File: src/ahb_pkg.sv
package ahb_pkg;

    localparam int BURST_LEN = 8;  // Beats in an INCR8 burst

    typedef enum logic [1:0] {
        TRANS_IDLE   = 2'b00,
        TRANS_BUSY   = 2'b01,
        TRANS_NONSEQ = 2'b10,
        TRANS_SEQ    = 2'b11
    } trans_t;

    // Full HBURST encoding, the DMA only issues SINGLE at reset and INCR8
    typedef enum logic [2:0] {
        BURST_SINGLE = 3'b000,
        BURST_INCR   = 3'b001,
        BURST_WRAP4  = 3'b010,
        BURST_INCR4  = 3'b011,
        BURST_WRAP8  = 3'b100,
        BURST_INCR8  = 3'b101,
        BURST_WRAP16 = 3'b110,
        BURST_INCR16 = 3'b111
    } burst_t;

    typedef struct packed {
        logic [31:0] haddr;
        trans_t      htrans;
        burst_t      hburst;
        logic        hwrite;
    } ahb_req_t;

    typedef struct packed {
        logic [31:0] hrdata;
        logic        hready;
        logic        hresp;  // Only OKAY is ever returned
    } ahb_rsp_t;

endpackage

File: src/tft_pkg.sv
package tft_pkg;

    // Horizontal timing in clocks
    localparam int H_SYNC  = 1;
    localparam int H_BACK  = 2;
    localparam int H_DISP  = 8;
    localparam int H_FRONT = 3;

    // Vertical timing in lines
    localparam int V_SYNC  = 1;
    localparam int V_BACK  = 1;
    localparam int V_DISP  = 4;
    localparam int V_FRONT = 1;

    localparam int H_TOTAL = H_SYNC + H_BACK + H_DISP + H_FRONT;
    localparam int V_TOTAL = V_SYNC + V_BACK + V_DISP + V_FRONT;

    // First active counter value and one past the last
    localparam int H_ACT_START = H_SYNC + H_BACK;
    localparam int H_ACT_END   = H_ACT_START + H_DISP;
    localparam int V_ACT_START = V_SYNC + V_BACK;
    localparam int V_ACT_END   = V_ACT_START + V_DISP;

    localparam logic [31:0] FRAME_BASE  = 32'h0f00_0000;
    localparam int          FRAME_WORDS = H_DISP * V_DISP;  // One 32-bit word per pixel

    localparam int FIFO_DEPTH = 16;
    localparam int FIFO_PTR_W = $clog2(FIFO_DEPTH);
    localparam int FIFO_CNT_W = $clog2(FIFO_DEPTH + 1);

    typedef struct packed {
        logic [7:0] r;
        logic [7:0] g;
        logic [7:0] b;
    } pixel_t;

    typedef struct packed {
        logic       hsync;
        logic       vsync;
        logic       de;
        logic       frame_start;
        logic [3:0] x;  // Raw horizontal counter, syncs and porches included
        logic [2:0] y;
    } scan_t;

    typedef enum logic [1:0] {
        MODE_SOLID    = 2'd0,
        MODE_GRADIENT = 2'd1,
        MODE_CHECKER  = 2'd2
    } pattern_mode_t;

endpackage

File: src/pattern_slave.sv
module pattern_slave import ahb_pkg::*, tft_pkg::*; (
    input  logic          clk_sys,
    input  logic          rst_n,
    input  ahb_req_t      bus_req,
    output ahb_rsp_t      bus_rsp,
    input  pattern_mode_t mode,
    input  pixel_t        solid_color,
    input  logic [1:0]    wait_states
);

    logic        dphase_q;
    logic [1:0]  wait_cnt;
    logic [31:0] addr_q;
    logic        ready;
    logic        accept;
    logic [31:0] index;
    logic [7:0]  px;
    logic [7:0]  py;
    pixel_t      pixel;

    assign ready  = !dphase_q || wait_cnt == '0;
    assign accept = ready && !bus_req.hwrite
                    && bus_req.htrans inside {TRANS_NONSEQ, TRANS_SEQ};

    // Wait states model the access latency at the head of a burst
    // Sequential beats then stream at one per clock
    always_ff @(posedge clk_sys or negedge rst_n) begin
        if (!rst_n) begin
            dphase_q <= 1'b0;
            wait_cnt <= '0;
        end else if (ready) begin
            dphase_q <= accept;
            wait_cnt <= (accept && bus_req.htrans == TRANS_NONSEQ) ? wait_states : 2'd0;
        end else begin
            wait_cnt <= wait_cnt - 2'd1;
        end
    end

    always_ff @(posedge clk_sys) begin
        if (accept) begin
            addr_q <= bus_req.haddr;
        end
    end

    assign index = (addr_q - FRAME_BASE) >> 2;
    assign px    = 8'(index % H_DISP);
    assign py    = 8'(index / H_DISP);

    always_comb begin
        pixel = '0;
        case (mode)
            MODE_SOLID: pixel = solid_color;
            MODE_GRADIENT: begin
                pixel.r = 8'(px * 32);
                pixel.g = 8'(py * 64);
                pixel.b = px + py;
            end
            MODE_CHECKER: begin
                if (px[0] ^ py[0]) begin
                    pixel = '1;
                end
            end
            default: pixel = '0;
        endcase
        bus_rsp.hrdata = {8'h00, pixel};
        bus_rsp.hready = ready;
        bus_rsp.hresp  = 1'b0;
    end

endmodule

File: src/pixel_fifo.sv
module pixel_fifo import tft_pkg::*; #(
    parameter type entry_t = pixel_t
) (
    input  logic                  clk_sys,
    input  logic                  rst_n,
    input  logic                  push,
    input  entry_t                wdata,
    input  logic                  pop,
    output entry_t                rdata,
    output logic [FIFO_CNT_W-1:0] count,
    output logic                  empty
);

    entry_t                mem [FIFO_DEPTH];
    logic [FIFO_PTR_W-1:0] wr_ptr;
    logic [FIFO_PTR_W-1:0] rd_ptr;
    logic                  do_push;
    logic                  do_pop;

    assign empty   = count == '0;
    assign do_push = push && count != FIFO_CNT_W'(FIFO_DEPTH);
    assign do_pop  = pop && !empty;
    assign rdata   = mem[rd_ptr];  // Head is visible before it is popped

    // Pointers wrap on their own since the depth is a power of two
    always_ff @(posedge clk_sys or negedge rst_n) begin
        if (!rst_n) begin
            wr_ptr <= '0;
            rd_ptr <= '0;
            count  <= '0;
        end else begin
            if (do_push) begin
                wr_ptr <= wr_ptr + FIFO_PTR_W'(1);
            end
            if (do_pop) begin
                rd_ptr <= rd_ptr + FIFO_PTR_W'(1);
            end
            count <= count + FIFO_CNT_W'(do_push) - FIFO_CNT_W'(do_pop);
        end
    end

    always_ff @(posedge clk_sys) begin
        if (do_push) begin
            mem[wr_ptr] <= wdata;
        end
    end

endmodule

File: src/tft_dma_reader.sv
module tft_dma_reader import ahb_pkg::*, tft_pkg::*; (
    input  logic                  clk_sys,
    input  logic                  rst_n,
    input  logic                  frame_start,
    input  logic [FIFO_CNT_W-1:0] fifo_count,
    output ahb_req_t              bus_req,
    input  ahb_rsp_t              bus_rsp,
    output logic                  push,
    output pixel_t                push_data
);

    logic [31:0]           haddr_q;
    trans_t                htrans_q;
    burst_t                hburst_q;
    logic [2:0]            beats_left;  // Beats of this burst still to be addressed
    logic [5:0]            fetch_idx;   // Next frame word to address
    logic [FIFO_CNT_W-1:0] pending;     // Beats of started bursts not yet pushed
    logic                  dphase_q;
    logic                  frame_done;
    logic                  room;
    logic                  issue_seq;
    logic                  issue_new;
    logic [31:0]           next_addr;

    assign frame_done = fetch_idx == 6'(FRAME_WORDS);

    // A new burst must fit next to everything the FIFO is already owed
    assign room      = int'(fifo_count) + int'(pending) + BURST_LEN <= FIFO_DEPTH;
    assign issue_seq = bus_rsp.hready && beats_left != '0;
    assign issue_new = bus_rsp.hready && beats_left == '0 && !frame_done && room;
    assign next_addr = FRAME_BASE + 32'({fetch_idx, 2'b00});

    assign push      = dphase_q && bus_rsp.hready;
    assign push_data = pixel_t'(bus_rsp.hrdata[23:0]);

    always_comb begin
        bus_req.haddr  = haddr_q;
        bus_req.htrans = htrans_q;
        bus_req.hburst = hburst_q;
        bus_req.hwrite = 1'b0;
    end

    // Address phase only moves on when the slave is ready
    always_ff @(posedge clk_sys or negedge rst_n) begin
        if (!rst_n) begin
            haddr_q    <= FRAME_BASE;
            htrans_q   <= TRANS_IDLE;
            hburst_q   <= BURST_SINGLE;
            beats_left <= '0;
        end else if (bus_rsp.hready) begin
            if (issue_seq) begin
                htrans_q   <= TRANS_SEQ;
                haddr_q    <= next_addr;
                beats_left <= beats_left - 3'd1;
            end else if (issue_new) begin
                htrans_q   <= TRANS_NONSEQ;
                hburst_q   <= BURST_INCR8;
                haddr_q    <= next_addr;
                beats_left <= 3'(BURST_LEN - 1);
            end else begin
                htrans_q <= TRANS_IDLE;
            end
        end
    end

    always_ff @(posedge clk_sys or negedge rst_n) begin
        if (!rst_n) begin
            fetch_idx <= 6'(FRAME_WORDS);  // Parked until the first frame start
            pending   <= '0;
            dphase_q  <= 1'b0;
        end else begin
            // A frame start mid-fetch is ignored, the reader runs a frame ahead
            if (frame_start && frame_done) begin
                fetch_idx <= '0;
            end else if (issue_seq || issue_new) begin
                fetch_idx <= fetch_idx + 6'd1;
            end
            pending <= pending + (issue_new ? FIFO_CNT_W'(BURST_LEN) : '0)
                       - FIFO_CNT_W'(push);
            if (bus_rsp.hready) begin
                dphase_q <= htrans_q inside {TRANS_NONSEQ, TRANS_SEQ};
            end
        end
    end

endmodule

File: src/tft_pixel_out.sv
module tft_pixel_out import tft_pkg::*; (
    input  logic   clk_sys,
    input  logic   rst_n,
    input  scan_t  scan,
    input  pixel_t fifo_rdata,
    input  logic   fifo_empty,
    output logic   pop,
    output pixel_t rgb,
    output logic   hsync,
    output logic   vsync,
    output logic   de,
    output logic   underflow
);

    assign pop = scan.de && !fifo_empty;

    // Everything lands on the pins one clock after the scan state
    always_ff @(posedge clk_sys or negedge rst_n) begin
        if (!rst_n) begin
            rgb       <= '0;
            hsync     <= 1'b0;
            vsync     <= 1'b0;
            de        <= 1'b0;
            underflow <= 1'b0;
        end else begin
            hsync <= scan.hsync;
            vsync <= scan.vsync;
            de    <= scan.de;
            rgb   <= pop ? fifo_rdata : '0;  // Black in blanking and on a starved pixel
            if (scan.de && fifo_empty) begin
                underflow <= 1'b1;  // Sticky until reset
            end
        end
    end

endmodule

File: src/tft_subsystem.sv
module tft_subsystem import ahb_pkg::*, tft_pkg::*; (
    input  logic          clk_sys,
    input  logic          rst_n,
    input  pattern_mode_t mode,
    input  pixel_t        solid_color,
    input  logic [1:0]    wait_states,
    output pixel_t        tft_rgb,
    output logic          tft_hsync,
    output logic          tft_vsync,
    output logic          tft_de,
    output logic          underflow
);

    scan_t                 scan;
    ahb_req_t              bus_req;
    ahb_rsp_t              bus_rsp;
    logic                  push;
    pixel_t                push_data;
    logic                  pop;
    pixel_t                fifo_rdata;
    logic [FIFO_CNT_W-1:0] fifo_count;
    logic                  fifo_empty;

    tft_timing timing (
        .clk_sys (clk_sys),
        .rst_n   (rst_n),
        .scan    (scan)
    );

    // DMA master on the frame bus
    tft_dma_reader dma (
        .clk_sys     (clk_sys),
        .rst_n       (rst_n),
        .frame_start (scan.frame_start),
        .fifo_count  (fifo_count),
        .bus_req     (bus_req),
        .bus_rsp     (bus_rsp),
        .push        (push),
        .push_data   (push_data)
    );

    pattern_slave ptn (
        .clk_sys     (clk_sys),
        .rst_n       (rst_n),
        .bus_req     (bus_req),
        .bus_rsp     (bus_rsp),
        .mode        (mode),
        .solid_color (solid_color),
        .wait_states (wait_states)
    );

    pixel_fifo #(
        .entry_t (pixel_t)
    ) fifo (
        .clk_sys (clk_sys),
        .rst_n   (rst_n),
        .push    (push),
        .wdata   (push_data),
        .pop     (pop),
        .rdata   (fifo_rdata),
        .count   (fifo_count),
        .empty   (fifo_empty)
    );

    tft_pixel_out out (
        .clk_sys    (clk_sys),
        .rst_n      (rst_n),
        .scan       (scan),
        .fifo_rdata (fifo_rdata),
        .fifo_empty (fifo_empty),
        .pop        (pop),
        .rgb        (tft_rgb),
        .hsync      (tft_hsync),
        .vsync      (tft_vsync),
        .de         (tft_de),
        .underflow  (underflow)
    );

endmodule

File: src/tft_timing.sv
module tft_timing import tft_pkg::*; (
    input  logic  clk_sys,
    input  logic  rst_n,
    output scan_t scan
);

    logic [3:0] h_cnt;
    logic [2:0] v_cnt;
    logic       shown;  // Display is held off during the first frame
    logic       line_end;
    logic       frame_end;
    logic       h_act;
    logic       v_act;

    assign line_end  = h_cnt == 4'(H_TOTAL - 1);
    assign frame_end = line_end && v_cnt == 3'(V_TOTAL - 1);

    always_ff @(posedge clk_sys or negedge rst_n) begin
        if (!rst_n) begin
            h_cnt <= '0;
            v_cnt <= '0;
            shown <= 1'b0;
        end else begin
            if (line_end) begin
                h_cnt <= '0;
                if (frame_end) begin
                    v_cnt <= '0;
                end else begin
                    v_cnt <= v_cnt + 3'd1;
                end
            end else begin
                h_cnt <= h_cnt + 4'd1;
            end
            if (frame_end) begin
                shown <= 1'b1;
            end
        end
    end

    // Sync comes first in each line and frame, then back porch, display, front porch
    assign h_act = h_cnt >= 4'(H_ACT_START) && h_cnt < 4'(H_ACT_END);
    assign v_act = v_cnt >= 3'(V_ACT_START) && v_cnt < 3'(V_ACT_END);

    always_comb begin
        scan.hsync       = h_cnt < 4'(H_SYNC);
        scan.vsync       = v_cnt < 3'(V_SYNC);
        scan.de          = h_act && v_act && shown;
        scan.frame_start = h_cnt == '0 && v_cnt == '0;
        scan.x           = h_cnt;
        scan.y           = v_cnt;
    end

endmodule
File: config.mk
export PLATFORM = sky130hd
export DESIGN_NAME = tft_subsystem
export DESIGN_NICKNAME = d
export VERILOG_FILES = /design/src/ahb_pkg.sv /design/src/tft_pkg.sv /design/src/pattern_slave.sv /design/src/pixel_fifo.sv /design/src/tft_dma_reader.sv /design/src/tft_pixel_out.sv /design/src/tft_subsystem.sv /design/src/tft_timing.sv
export SDC_FILE = /design/constraint.sdc
export NUM_CORES = 1
export LEC_CHECK = 0
export BUFFER_PORTS_ARGS = -buffer_cell sky130_fd_sc_hd__buf_2
export CORE_ASPECT_RATIO = 0.9
export CORE_UTILIZATION = 35
export CTS_CLUSTER_DIAMETER = 200
export CTS_CLUSTER_SIZE = 30
export DETAILED_ROUTE_END_ITERATION = 7
export GPL_TIMING_DRIVEN = 1
export HOLD_SLACK_MARGIN = 0.05
export PLACE_DENSITY = 0.51
export SYNTH_ARGS = -nofsm -noshare
export SYNTH_HDL_FRONTEND = slang
export SYNTH_SLANG_ARGS = --single-unit
File: constraint.sdc
create_clock -name clk_sys -period 6.9 [get_ports clk_sys]
set_clock_uncertainty 0.05 [all_clocks]
set_input_delay 0.345 -clock clk_sys [delete_from_list [all_inputs] [get_ports clk_sys]]
set_output_delay 0.345 -clock clk_sys [all_outputs]
set_load 0.1 [all_outputs]
======== After elaboration in Yosys (flattened, before gate mapping) ========
Memory sizes are Yosys's and may differ from the RTL's.
Index checks and enable logic that the tools add are counted.
cells by class
  add/sub/neg operators ................... 16
  magnitude comparators ................... 7
  equality and inequality tests ........... 8
  mux-type cells .......................... 18
  bitwise gates (word level) .............. 1
  reduce and logical (&&, ||, !) cells .... 34
operators with widths
  operator                                                                number
  24-bit one-hot mux with 3 select lines                                  1
  24-bit 2-to-1 mux                                                       2
  32-bit by 5-bit adder with 32-bit output, second input constant         1
  32-bit by 6-bit <= comparator with 1-bit output, second input constant  1
  13-bit 2-to-1 mux                                                       2
  1-bit logical AND                                                       18
  13-bit by 1-bit subtractor with 13-bit output, second input constant    1
  4-bit by 1-bit adder with 4-bit output, second input constant           3
  6-bit 2-to-1 mux                                                        2
  5-bit by 1-bit subtractor with 5-bit output                             2
  1-bit by 8-bit adder with 9-bit output, first input constant            1
  3-bit 2-to-1 mux                                                        3
  3-bit by 8-bit adder with 8-bit output                                  1
  2-bit 2-to-1 mux                                                        4
  4-bit 2-to-1 mux                                                        2
  5-bit by 5-bit adder with 6-bit output                                  1
  6-bit by 1-bit adder with 6-bit output, second input constant           1
  2-bit equality test, second input constant                              3
  6-bit equality test, second input constant                              1
  3-bit zero test                                                         2
  2-bit nonzero test                                                      3
  5-bit by 1-bit adder with 5-bit output                                  1
  5-bit adder                                                             1
  5-bit zero test                                                         1
  other kinds (21)                                                        26
word-level totals
  register bits after elaboration ......... 95
  RAM bits ................................ 384
  output and inout port bits .............. 28
  memories kept ........................... 1
memory list
  name      words  width  read ports  clocked after memory_dff  wr ports  RTL line          source
  fifo.mem  16     24     1           0                         1         pixel_fifo.sv:14  entry_t mem [FIFO_DEPTH];

======== Logic depth before layout (Yosys ltp) ========
Gate-level depths: netlist of the first run.
  depth in word-level cells ............... 8
  gate-level depth with buffers ........... 17

======== Cells and area by module ========
From an unflattened synthesis of the first run, not the netlist that was laid out.
unflattened totals
  cell total of the unflattened synthesis .. 1185
  area, all modules ....................... 20085.5 µm²
by module, submodules not included
  module          times used  cells each  area an instance (µm²)  sequential area each (µm²)
  pixel_fifo      1           780         15738.8                 11856.4
  tft_dma_reader  1           183         1840.5                  601.8
  pattern_slave   1           120         1114.8                  405.4
  tft_pixel_out   1           58          962.2                   700.7
  tft_timing      1           44          429.2                   200.2

======== Worst setup path after synthesis of the first run ========
OpenSTA, ideal clock, no wires.
  kind .................................... register to register
  from .................................... register ptn.wait_cnt[0]
  to ...................................... memory fifo.mem[3][0] (netlist bit) (enable)
  setup time .............................. 0.435 ns
  data arrival time ....................... 3.223 ns
  path slack .............................. 3.192 ns
  cell stages (with the launch flop) ...... 8
  buffers on the path ..................... 0
  cells stage by stage .................... dfrtp_1 -> inv_1 -> ha_1 -> nand2b_1 -> nand2_1 -> a31oi_1 -> nand2_1 -> nor3_1
on the way
  longest elaborated chain between the ends .. 6
ends and longest elaborated chain
  what                                    RTL line              source
  start: declaration                      pattern_slave.sv:12   logic [1:0] wait_cnt;
  start signal: assignment                pattern_slave.sv:33   wait_cnt <= (accept && bus_req.htrans == TRANS_NONSEQ) ? wait_states : 2'd0;
  start signal: assignment                pattern_slave.sv:35   wait_cnt <= wait_cnt - 2'd1;
  2-bit zero test                         pattern_slave.sv:21   assign ready = !dphase_q || wait_cnt == '0;
  1-bit logical OR                        pattern_slave.sv:21
  1-bit logical AND                       tft_dma_reader.sv:33  assign push = dphase_q && bus_rsp.hready;
  1-bit logical AND                       pixel_fifo.sv:21      assign do_push = push && count != FIFO_CNT_W'(FIFO_DEPTH);
  net fifo.do_push                        pixel_fifo.sv:17      logic do_push;
  1-bit 2-to-1 mux                        pixel_fifo.sv:43      if (do_push) begin
  1-bit 2-to-1 mux (implied by the code)  pixel_fifo.sv:44      mem[wr_ptr] <= wdata;
  end: declaration                        pixel_fifo.sv:14
The timed path passes the listed nets, and every way through them passes these cells.

======== Worst setup path in the final report of the first run ========
  from .................................... register fifo.count[0]
  to ...................................... register dma.pending[4]
on the way
  longest elaborated chain between the ends .. 7
ends and longest elaborated chain
  what                                             RTL line              source
  start: declaration                               pixel_fifo.sv:10      output logic [FIFO_CNT_W-1:0] count,
  start signal: assignment                         pixel_fifo.sv:38      count <= count + FIFO_CNT_W'(do_push) - FIFO_CNT_W'(do_pop);
  5-bit by 5-bit adder with 6-bit output           tft_dma_reader.sv:28  assign room = int'(fifo_count) + int'(pending) + BURST_LEN <= FIFO_DEPTH;
  32-bit by 5-bit adder with 32-bit output         tft_dma_reader.sv:28
  32-bit by 6-bit <= comparator with 1-bit output  tft_dma_reader.sv:28
  1-bit logical AND                                tft_dma_reader.sv:30  assign issue_new = bus_rsp.hready && beats_left == '0 && !frame_done && room;
  4-bit 2-to-1 mux                                 tft_dma_reader.sv:78  pending <= pending + (issue_new ? FIFO_CNT_W'(BURST_LEN) : '0)
  5-bit adder                                      tft_dma_reader.sv:78
  5-bit by 1-bit subtractor with 5-bit output      tft_dma_reader.sv:79  - FIFO_CNT_W'(push);
  end signal: assignment                           tft_dma_reader.sv:78
  end: declaration                                 tft_dma_reader.sv:17  logic [FIFO_CNT_W-1:0] pending;
Every way passes these cells.
A chain may end at the register's enable or synchronous reset.

==> results of run 1 <==
final cells by class:
cell class	instances	area share, %
tap	697	4.24
clock buffer	31	2.53
clock inverter	1	0.0792
timing repair buffer	84	2.42
multi-input combinational	425	23.9
sequential	465	66.2
inverter	34	0.621
kinds of logic (layout without fill, tap and decap cells):
kind of cell / Yosys count / in the layout
mux: 126 / 126
simple gates: 151 / 151
flops: 465 / 465
fa+ha+maj: 39 / 39
compound gates: 92 / 92
buf+inv: 79 / 150
xor+xnor: 17 / 17
power groups by stage:
stage | combinational (mW) | sequential [mW] | clock (mW)
6_report | 1.68 | 3.79 | 1.37
5_1_grt | 1.90 | 3.83 | 1.50
4_1_cts | 1.71 | 3.79 | 1.42
3_5_place_dp | 1.70 | 3.85 | 0
3_3_place_gp | 1.66 | 3.84 | 0
2_1_floorplan | 1.18 | 3.79 | 0
worst register-to-register path: stages, from the launching register on:
cell	delay [ns]
dfrtp_1	0.42
ha_1	0.22
fa_1	0.40
nand3_1	0.12
a21oi_1	0.09
or2_4	0.27
inv_1	0.06
ha_1	0.21
inv_1	0.06
a311oi_1	0.44
o311a_4	0.34
nand2_1	0.10
ha_1	0.29
inv_1	0.04
ha_1	0.29
a21oi_1	0.16
xnor2_1	0.13
Yosys cell counts (7+ instances only):
cell	instances	area share (%)
dfrtp_1	74	9.9
nor3_1	8	0.21
xnor2_1	9	0.42
nor2_1	43	0.86
o21ai_0	14	0.37
mux4_2	120	14
nand2_1	31	0.62
and2_1	28	0.94
edfxtp_1	390	63
a21o_1	9	0.36
buf_2	9	0.24
nand3_1	9	0.24
nor2b_1	7	0.23
ha_1	35	2.3
xor2_1	8	0.37
inv_1	34	0.68
a21oi_1	37	0.99
clkbuf_1	26	0.52
final timing paths:
path	cells after the start	end	slack (ns)
worst max-delay path	16	dma.pending[4]	3.12
worst min-delay path	2	dma.beats_left[2]	0.27
worst max register to register	16	dma.pending[4]	3.12
worst min register to register	1	out.underflow	0.41
max in group asynchronous	3	fifo.rd_ptr[0]	5.47
min in group clk_sys	3	fifo.mem[10][17]	0.37
layer usage:
layer	GRT usage, %	part of all wire, %
met4	3.31	2.1
met1	22.6	48
met2	24.5	48
met3	1.92	2.4
met5	0	0
sequential cells by signal, indices dropped and copies added, names as in the netlist, 2 cells and up:
| name | count |
|---|---|
| dma.pending | 5 |
| dma.htrans_q | 2 |
| fifo.mem | 384 |
| ptn.addr_q | 6 |
| dma.beats_left | 3 |
| out.rgb | 24 |
| fifo.wr_ptr | 4 |
| ptn.wait_cnt | 2 |
| fifo.rd_ptr | 4 |
| dma.haddr_q | 6 |
| fifo.count | 5 |
| timing.h_cnt | 4 |
| dma.fetch_idx | 6 |
| timing.v_cnt | 3 |
through the flow:
stage | hold slack [ns] | util, %
floorplan | -0.000591 | -
global placement | 0.344 | 37.7
detailed placement | 0.356 | 37.7
CTS | 0.289 | 38.8
global route | 0.330 | 38.8
finish | 0.274 | 38.8
timing repair:
action,4_1_cts,5_1_grt
setup endpoints to repair,0,0
setup buffers,0,0
hold endpoints to repair,41,0
hold buffers,3,0
==> results.txt, run 1 <==
Status: complete, no violations
Slew Limit Headroom: 19.1%
XOR/XNOR share of the synthesized area: 0.796%
Buf+Inv Stages, Crit Path: 3
Die extent in y: 221 um
Worst-path fanout max: 7
Multi-input logic area: 4920 um^2
Multiplexer share of the synthesized area: 14.9%
Diode count: 0
Final setup margin: 3.12 ns
NetSw: 2.10 mW
Final hold vios: 0
Crit-path max cell delay: 0.44 ns
Largest family of logic cells by synthesized area: multiplexers
CP Class: reg -> reg
Async SR Flop Fraction: 16.1%
CP Launch Point: fifo.count[0]
Slew of the pin with the lowest slew margin: 1.21 ns
Crit path time final: 3.78 ns
Crit-path cells: ha_1 -> fa_1 -> nand3_1 -> a21oi_1 -> or2_4 -> inv_1 -> ha_1 -> inv_1 -> a311oi_1 -> o311a_4 -> nand2_1 -> ha_1 -> inv_1 -> ha_1 -> a21oi_1 -> xnor2_1
Fin cells: 1737
Row cnt: 80
Final HPWL DP: 23200 um
# DRC: 0
Vias per cell: 5.13
Worst vdd rail ir drop: 0.000171 V
DR pass1 iterations: 5
Area after DPL: 20000 um^2
Area fraction in compound gates after synthesis: 3.20%
Power density over the cells: 332 nW/um^2
Worst path required time: 7.32 ns
Design Area, Final: 20500 um^2
RSZ-0062 raised after global routing: false
# fillers: 4754
Max Fclk: 0.265 GHz
Worst hold path type: in -> async
# port buffers: 57
Crit-path leading delay family: adder cells
Ports: 58
Synth Register Bits: 465
DRT antenna net count: 0
CTS Sinks: 465
Most frequent cells in the layout: edfxtp_1 (390), mux4_2 (120), dfrtp_1 (71), buf_2 (56), a21oi_1 (37)
DR iter-0 viols: 662
CTS H-Tree Depth: 1
Share of cells above drive strength 1: 24.4%
Post-route setup TNS: 0 ns
Library cells used by synthesis: 55
Max-Cap Viols: 0
CP most frequent cell: ha_1
Synth Cell Area: 18700 um^2
Largest net degree at the start of global routing: 59
Via count: 8916
Setup WS pre-CTS: 3.17 ns
Clock-pin slew on the worst setup and hold paths: 0.12 ns
Leak pwr: 6.88 nW
Inserted Clock Buffers: 19
Die Footprint: 54400 um^2
Placed insts: 1702
Main synth FF type: edfxtp_1
Clock insertion delay at the later pin of the skew report: 0.55 ns
Tcrit/Tclk final: 54.8%
Total power: 6.83 mW
CTS resizes: 0
Initial antenna violation count: 0
Core outline area: 53000 um^2
Bufs on Longest Clock Path: 3
Internal Power: 4.74 mW
Initial Util: 35.3%
Combinational fraction of design power: 24.6%
CP endpoint kind: flip-flop
Layout Nets: 1098
Worst reg2reg startpoint: fifo.count[0]
Gr ovfl total: 0
Gate Count Post-Synth: 969
EDFF count, synth: 390
Total GRT Usage: 15.4%
Final setup vio count: 0
CTS Root Cell: clkbuf_16
Clock power frac: 20.0%
Area growth, synth to finish: 9.80%
Startpoint Class: flip-flop
Synth Area in Adders: 2.77%
Most common cell after layout, fill and taps aside: edfxtp_1
DIE WIDTH: 246 um
Simple-gate share of the synthesized area: 3.98%
Pins Over Slew Limit: 0
Gpl congestion: 0.744
CTS tree: done
Post-Syn Nets: 1038
First-pass GRT wire length: 61700 um
Avg Cell Area, Syn: 19.3 um^2
WL/cell: 23.5 um
Switching share of power: 30.7%
Drt total wl: 40700 um
Critical path's slowest cell: a311oi_1
Sequential power share: 55.4%
Number of global-route vias before repair: 9273
Arr. time, crit path: 4.20 ns
Sequential cell area: 13600 um^2
Sequential share of the synthesized area: 72.6%
Ys Warns: 0
Power figures use the tool's default switching activity.
==> run 2: changes to the inputs <==
- clock period: 6.9 -> 3.9 ns (I/O delays scaled with it)
==> results.txt, run 2 (synthesis results as in run 1) <==
Vias per cell: 5.11 (was 5.13)
Final setup margin: 0.334 ns (was 3.12 ns)
Crit-path max cell delay: 0.42 ns (was 0.44 ns)
CTS Sinks: 465 (unchanged)
Status: complete, no violations (unchanged)
Slew Limit Headroom: 18.4% (was 19.1%)
Final hold vios: 0 (unchanged)
Final setup vio count: 0 (unchanged)
Initial Util: 35.3% (unchanged)
Clock-pin slew on the worst setup and hold paths: 0.11 ns (was 0.12 ns)
WL/cell: 23.9 um (was 23.5 um)
Gpl congestion: 0.751 (was 0.744)
DR iter-0 viols: 649 (was 662)
Ports: 58 (unchanged)
Die Footprint: 54400 um^2 (unchanged)
Worst-path fanout max: 5 (was 7)
Crit path time final: 3.57 ns (was 3.78 ns)
Layout Nets: 1116 (was 1098)
R2R cell count: 16 (unchanged)
CTS tree: done (unchanged)
Startpoint Class: flip-flop (unchanged)
Share of cells above drive strength 1: 25.8% (was 24.4%)
Total power: 12.2 mW (was 6.83 mW)
Diode count: 0 (unchanged)
Combinational fraction of design power: 25.2% (was 24.6%)
Crit-path cells: ha_1 -> fa_1 -> nand3_1 -> a21oi_1 -> or2_4 -> inv_1 -> ha_1 -> inv_1 -> a311oi_2 -> o311a_4 -> nand2_1 -> ha_1 -> inv_1 -> ha_1 -> a21oi_1 -> xnor2_1 (was ha_1 -> fa_1 -> nand3_1 -> a21oi_1 -> or2_4 -> inv_1 -> ha_1 -> inv_1 -> a311oi_1 -> o311a_4 -> nand2_1 -> ha_1 -> inv_1 -> ha_1 -> a21oi_1 -> xnor2_1)
Initial antenna violation count: 0 (unchanged)
# DRC: 0 (unchanged)
FF-to-FF End: dma.pending[4] (unchanged)
Biggest regs: fifo.mem: 384 flops, out.rgb: 24 flops (unchanged)
Gr ovfl total: 0 (unchanged)
CP endpoint kind: flip-flop (unchanged)
Reg2Reg Setup Slack: 0.33 ns (was 3.12 ns)
Largest net degree at the start of global routing: 52 (was 59)
DR pass1 iterations: 5 (unchanged)
CP most frequent cell: ha_1 (unchanged)
Final HPWL DP: 24200 um (was 23200 um)
DRT antenna net count: 0 (unchanged)
Pins Over Slew Limit: 0 (unchanged)
RSZ-0062 raised after global routing: false (unchanged)
Critical path's slowest cell: fa_1 (was a311oi_1)
Max-Cap Viols: 0 (unchanged)
Power density over the cells: 587 nW/um^2 (was 332 nW/um^2)
Most frequent cells in the layout: edfxtp_1 (390), mux4_2 (120), dfrtp_1 (71), buf_2 (56), buf_4 (38) (was edfxtp_1 (390), mux4_2 (120), dfrtp_1 (71), buf_2 (56), a21oi_1 (37))
CP Class: reg -> reg (unchanged)
NetSw: 3.74 mW (was 2.10 mW)
Crit-path leading delay family: adder cells (unchanged)
Worst hold path type: in -> async (unchanged)
Hold slack: 0.187 ns (was 0.274 ns)
Total GRT Usage: 15.8% (was 15.4%)
Leak pwr: 6.99 nW (was 6.88 nW)
Worst path required time: 4.31 ns (was 7.32 ns)
Top reg by flops: fifo.mem (unchanged)
Inserted Clock Buffers: 19 (unchanged)
Fin cells: 1755 (was 1737)
Number of global-route vias before repair: 9295 (was 9273)
DIE WIDTH: 246 um (unchanged)
CTS H-Tree Depth: 1 (unchanged)
Worst reg2reg startpoint: fifo.count[0] (unchanged)
Setup WS pre-CTS: 0.246 ns (was 3.17 ns)
Bufs on Longest Clock Path: 3 (unchanged)
Core Util, Final: 39.2% (was 38.8%)
CTS Root Cell: clkbuf_16 (unchanged)
Clock power frac: 19.9% (was 20.0%)
Sequential power share: 54.9% (was 55.4%)
Placed insts: 1720 (was 1702)
Area growth, synth to finish: 10.9% (was 9.80%)
Design Area, Final: 20800 um^2 (was 20500 um^2)
Max FFs per register: 384 (unchanged)
Drt total wl: 42000 um (was 40700 um)
Slew of the pin with the lowest slew margin: 1.22 ns (was 1.21 ns)
Max Fclk: 0.280 GHz (was 0.265 GHz)
Worst vdd rail ir drop: 0.000472 V (was 0.000171 V)
Arr. time, crit path: 3.97 ns (was 4.20 ns)
Clock insertion delay at the later pin of the skew report: 0.55 ns (about the same)
# port buffers: 57 (unchanged)
Post-route setup TNS: 0 ns (unchanged)
First-pass GRT wire length: 62600 um (was 61700 um)
Critical path depth: 16 (unchanged)
Switching share of power: 30.7% (about the same)
Most common cell after layout, fill and taps aside: edfxtp_1 (unchanged)
Die extent in y: 221 um (unchanged)
Area after DPL: 20200 um^2 (was 20000 um^2)
Buf+Inv Stages, Crit Path: 3 (unchanged)
Internal Power: 8.45 mW (was 4.74 mW)
Tcrit/Tclk final: 91.4% (was 54.8%)
Core outline area: 53000 um^2 (unchanged)
Via count: 8969 (was 8916)
Row cnt: 80 (unchanged)
==> run 2: cell count changes in the layout (fill, tap and decap cells not counted), sizes merged <==
cell and change:
buf +18
==> run 2: per-layer routing <==
metal  track usage [%]  part of all wire [%]  routed length, um  vias to the layer above
li1                  -                     -                  -                     3980
met1              23.7                    48              20000                     4793
met2              25.2                    47              19900                      163
met3              1.92                   3.7               1570                       33
met4              2.46                   1.3                533                        0
met5                 0                     0                  0                        -
==> run 2: how the worst max path moves through the flow <==
stage	startpoint	endpoint	slack (ns)
after detailed placement	fifo.count[0]	dma.pending[4]	0.25
after global placement	fifo.count[0]	dma.pending[4]	0.29
after global routing	dma.pending[0]	dma.pending[4]	0.05
final	fifo.count[0]	dma.pending[4]	0.33
after CTS	fifo.count[0]	dma.pending[4]	0.19
after floorplan	ptn.wait_cnt[0]	fifo.mem[3][0]	0.19
==> run 2: area by class of cell <==
| cell class | instances | area, um^2 |
|---|---|---|
| timing repair buffer | 102 | 696 |
| clock buffer | 31 | 520 |
| tap | 697 | 872 |
| multi-input combinational | 425 | 4920 |
| fill | 4789 | 32200 |
| clock inverter | 1 | 16.3 |
| sequential | 465 | 13600 |
| inverter | 34 | 128 |
==> run 2: what timing repair did <==
item                                    4_1_cts  5_1_grt
endpoints found under the setup margin        0        1
gates resized for setup                       0        1
setup buffers                                 0        0
endpoints found under the hold margin        51        0
hold buffers                                  3        0
==> run 2: power by group through the flow <==
| stage | sequential (mW) | clock (mW) | combinational (mW) |
|---|---|---|---|
| detailed placement | 6.81 | 0 | 3.10 |
| CTS | 6.70 | 2.52 | 3.12 |
| finish | 6.69 | 2.42 | 3.08 |
| global placement | 6.80 | 0 | 3.06 |
| floorplan | 6.70 | 0 | 2.10 |
| global route | 6.76 | 2.66 | 3.44 |
==> run 2: worst reg2reg max path, delay by kind of cell, from the launching register on <==
kind	cells	cell delay [ns]
DFF	1	0.41
xor gates and xnor gates	1	0.14
and+or+nand+nor	3	0.48
adders and majority gates	5	1.41
buffers and inverters	3	0.17
AOI/OAI and AO/OA	4	0.82
==> run 3: changes to the inputs <==
- CORE_UTILIZATION: 35 -> 31
- PLACE_DENSITY: 0.51 -> 0.46
==> results.txt, run 3 (synthesis results as in run 1) <==
Status: complete, but fails checks (was complete, no violations)
Failing checks: DRC
# DRC: 2 (was 0)
Row cnt: 85 (was 80)
Layout Nets: 1119 (was 1116)
Tcrit/Tclk final: 91.4% (about the same)
CP most frequent cell: ha_1 (unchanged)
Arr. time, crit path: 3.99 ns (was 3.97 ns)
Crit-path leading delay family: adder cells (unchanged)
Final setup vio count: 0 (unchanged)
Most frequent cells in the layout: edfxtp_1 (390), mux4_2 (120), dfrtp_1 (71), buf_2 (56), a21oi_1 (37) (was edfxtp_1 (390), mux4_2 (120), dfrtp_1 (71), buf_2 (56), buf_4 (38))
CTS H-Tree Depth: 1 (unchanged)
DR pass1 iterations: 8 (was 5)
CTS Sinks: 465 (unchanged)
Worst path required time: 4.33 ns (was 4.31 ns)
Worst hold path type: in -> reg (was in -> async)
Max-Cap Viols: 0 (unchanged)
Die Footprint: 61400 um^2 (was 54400 um^2)
Clock insertion delay at the later pin of the skew report: 0.56 ns (was 0.55 ns)
Area growth, synth to finish: 12.2% (was 10.9%)
Biggest regs: fifo.mem: 384 flops, out.rgb: 24 flops (unchanged)
Vias per cell: 4.88 (was 5.11)
Die extent in y: 235 um (was 221 um)
Final HPWL DP: 26600 um (was 24200 um)
Inserted Clock Buffers: 19 (unchanged)
# port buffers: 57 (unchanged)
Worst reg2reg startpoint: fifo.count[0] (unchanged)
Via count: 9011 (was 8969)
First-pass GRT wire length: 65400 um (was 62600 um)
Initial antenna violation count: 0 (unchanged)
Worst vdd rail ir drop: 0.000383 V (was 0.000472 V)
Most common cell after layout, fill and taps aside: edfxtp_1 (unchanged)
Clock-pin slew on the worst setup and hold paths: 0.11 ns (about the same)
Crit-path max cell delay: 0.41 ns (was 0.42 ns)
Total GRT Usage: 14.6% (was 15.8%)
Worst-path fanout max: 5 (unchanged)
Reg2Reg Setup Slack: 0.33 ns (about the same)
Number of global-route vias before repair: 9491 (was 9295)
Slew of the pin with the lowest slew margin: 1.12 ns (was 1.22 ns)
Startpoint Class: flip-flop (unchanged)
CTS Root Cell: clkbuf_16 (unchanged)
Crit path time final: 3.57 ns (about the same)
Final hold vios: 0 (unchanged)
Initial Util: 31.3% (was 35.3%)
Max FFs per register: 384 (unchanged)
Leak pwr: 7.04 nW (was 6.99 nW)
Gpl congestion: 0.723 (was 0.751)
Drt total wl: 44100 um (was 42000 um)
Power density over the cells: 587 nW/um^2 (about the same)
Post-route setup TNS: 0 ns (unchanged)
Gr ovfl total: 0 (unchanged)
Slew Limit Headroom: 25.3% (was 18.4%)
Uppermost layer routed: met4 (unchanged)
CP Class: reg -> reg (unchanged)
DRT antenna net count: 0 (unchanged)
DIE WIDTH: 261 um (was 246 um)
Core outline area: 59800 um^2 (was 53000 um^2)
RSZ-0062 raised after global routing: false (unchanged)
Max Fclk: 0.280 GHz (about the same)
Hold path depth: 4
Core Util, Final: 35.1% (was 39.2%)
Crit-path cells: ha_1 -> fa_1 -> nand3_1 -> a21oi_1 -> or2_4 -> inv_1 -> ha_1 -> inv_1 -> a311oi_2 -> o311a_4 -> nand2_1 -> ha_1 -> inv_1 -> ha_1 -> a21oi_1 -> xnor2_1 (unchanged)
FF-to-FF End: dma.pending[4] (unchanged)
Worst hold endpoint: fifo.mem[1][18]
R2R cell count: 16 (unchanged)
Share of cells above drive strength 1: 26.1% (was 25.8%)
Bufs on Longest Clock Path: 3 (unchanged)
Ports: 58 (unchanged)
WL/cell: 23.9 um (about the same)
Met3 WL: 1240 um (was 1570 um)
CP endpoint kind: flip-flop (unchanged)
WL met2: 22100 um (was 19900 um)
Buf+Inv Stages, Crit Path: 3 (unchanged)
Largest net degree at the start of global routing: 65 (was 52)
CTS tree: done (unchanged)
Critical path's slowest cell: dfrtp_1 (was fa_1)
DR iter-0 viols: 582 (was 649)
Met1 Wirelength: 20100 um (was 20000 um)
Top reg by flops: fifo.mem (unchanged)
HP Start: solid_color[18]
Pins Over Slew Limit: 0 (unchanged)
## run 3: area by class of cell
cell class	instances	area [um^2]
Timing Repair Buffer	105	818
Multi-Input combinational cell	425	4920
Antenna cell	1	2.50
Inverter	34	128
Tap cell	783	980
Sequential cell	465	13600
Fill cell	5630	38800
Clock buffer	32	524
Clock inverter	2	25.0
## run 3: where the power goes
group / internal [mW] / switching, mW
registers: 6.41 / 0.280
clock network: 0.955 / 1.53
logic: 1.14 / 2.02
## run 3: worst min-delay path: stages
cell and delay, ns:
buf_2 0.08, a21oi_1 0.05, nor2_1 0.08, buf_4 0.21
## run 3: layer usage
layer / vias to the layer above / GRT usage [%]
met4: 0 / 2.18
met2: 112 / 24.5
li1: 3985 / -
met5: - / 0
met3: 28 / 1.60
met1: 4886 / 20.8
## run 3: worst max path at each step
stage / start / endpoint / slack (ns) / cells past startpoint
after detailed placement: dma.pending[0] / dma.pending[4] / 0.23 / 16
after CTS: fifo.count[0] / dma.pending[4] / 0.18 / 16
after global routing: dma.pending[0] / dma.pending[4] / 0.10 / 17
after global placement: fifo.count[0] / dma.pending[4] / 0.27 / 16
after floorplan: ptn.wait_cnt[0] / fifo.mem[3][0] / 0.19 / 7
final: fifo.count[0] / dma.pending[4] / 0.33 / 16
## run 3: stage by stage
stage / cells / area [um^2] / power (mW) / worst slack [ns] / hold slack [ns]
after global placement: 1809 / 20400 / 9.98 / 0.274 / 0.317
after CTS: 1846 / 21000 / 12.5 / 0.182 / 0.131
after global routing: 1846 / 21000 / 13.0 / 0.101 / 0.195
after floorplan: 969 / 18700 / 8.80 / 0.192 / -0.151
after detailed placement: 1809 / 20400 / 10.0 / 0.227 / 0.313
final: 1847 / 21000 / 12.3 / 0.334 / 0.145
## run 3: what timing repair did
item | 4_1_cts | 5_1_grt
endpoints found under the hold margin | 58 | 0
buffers inserted | 0 | 0
gates resized for setup | 0 | 1
setup endpoints to repair | 0 | 1
hold buffers | 3 | 0
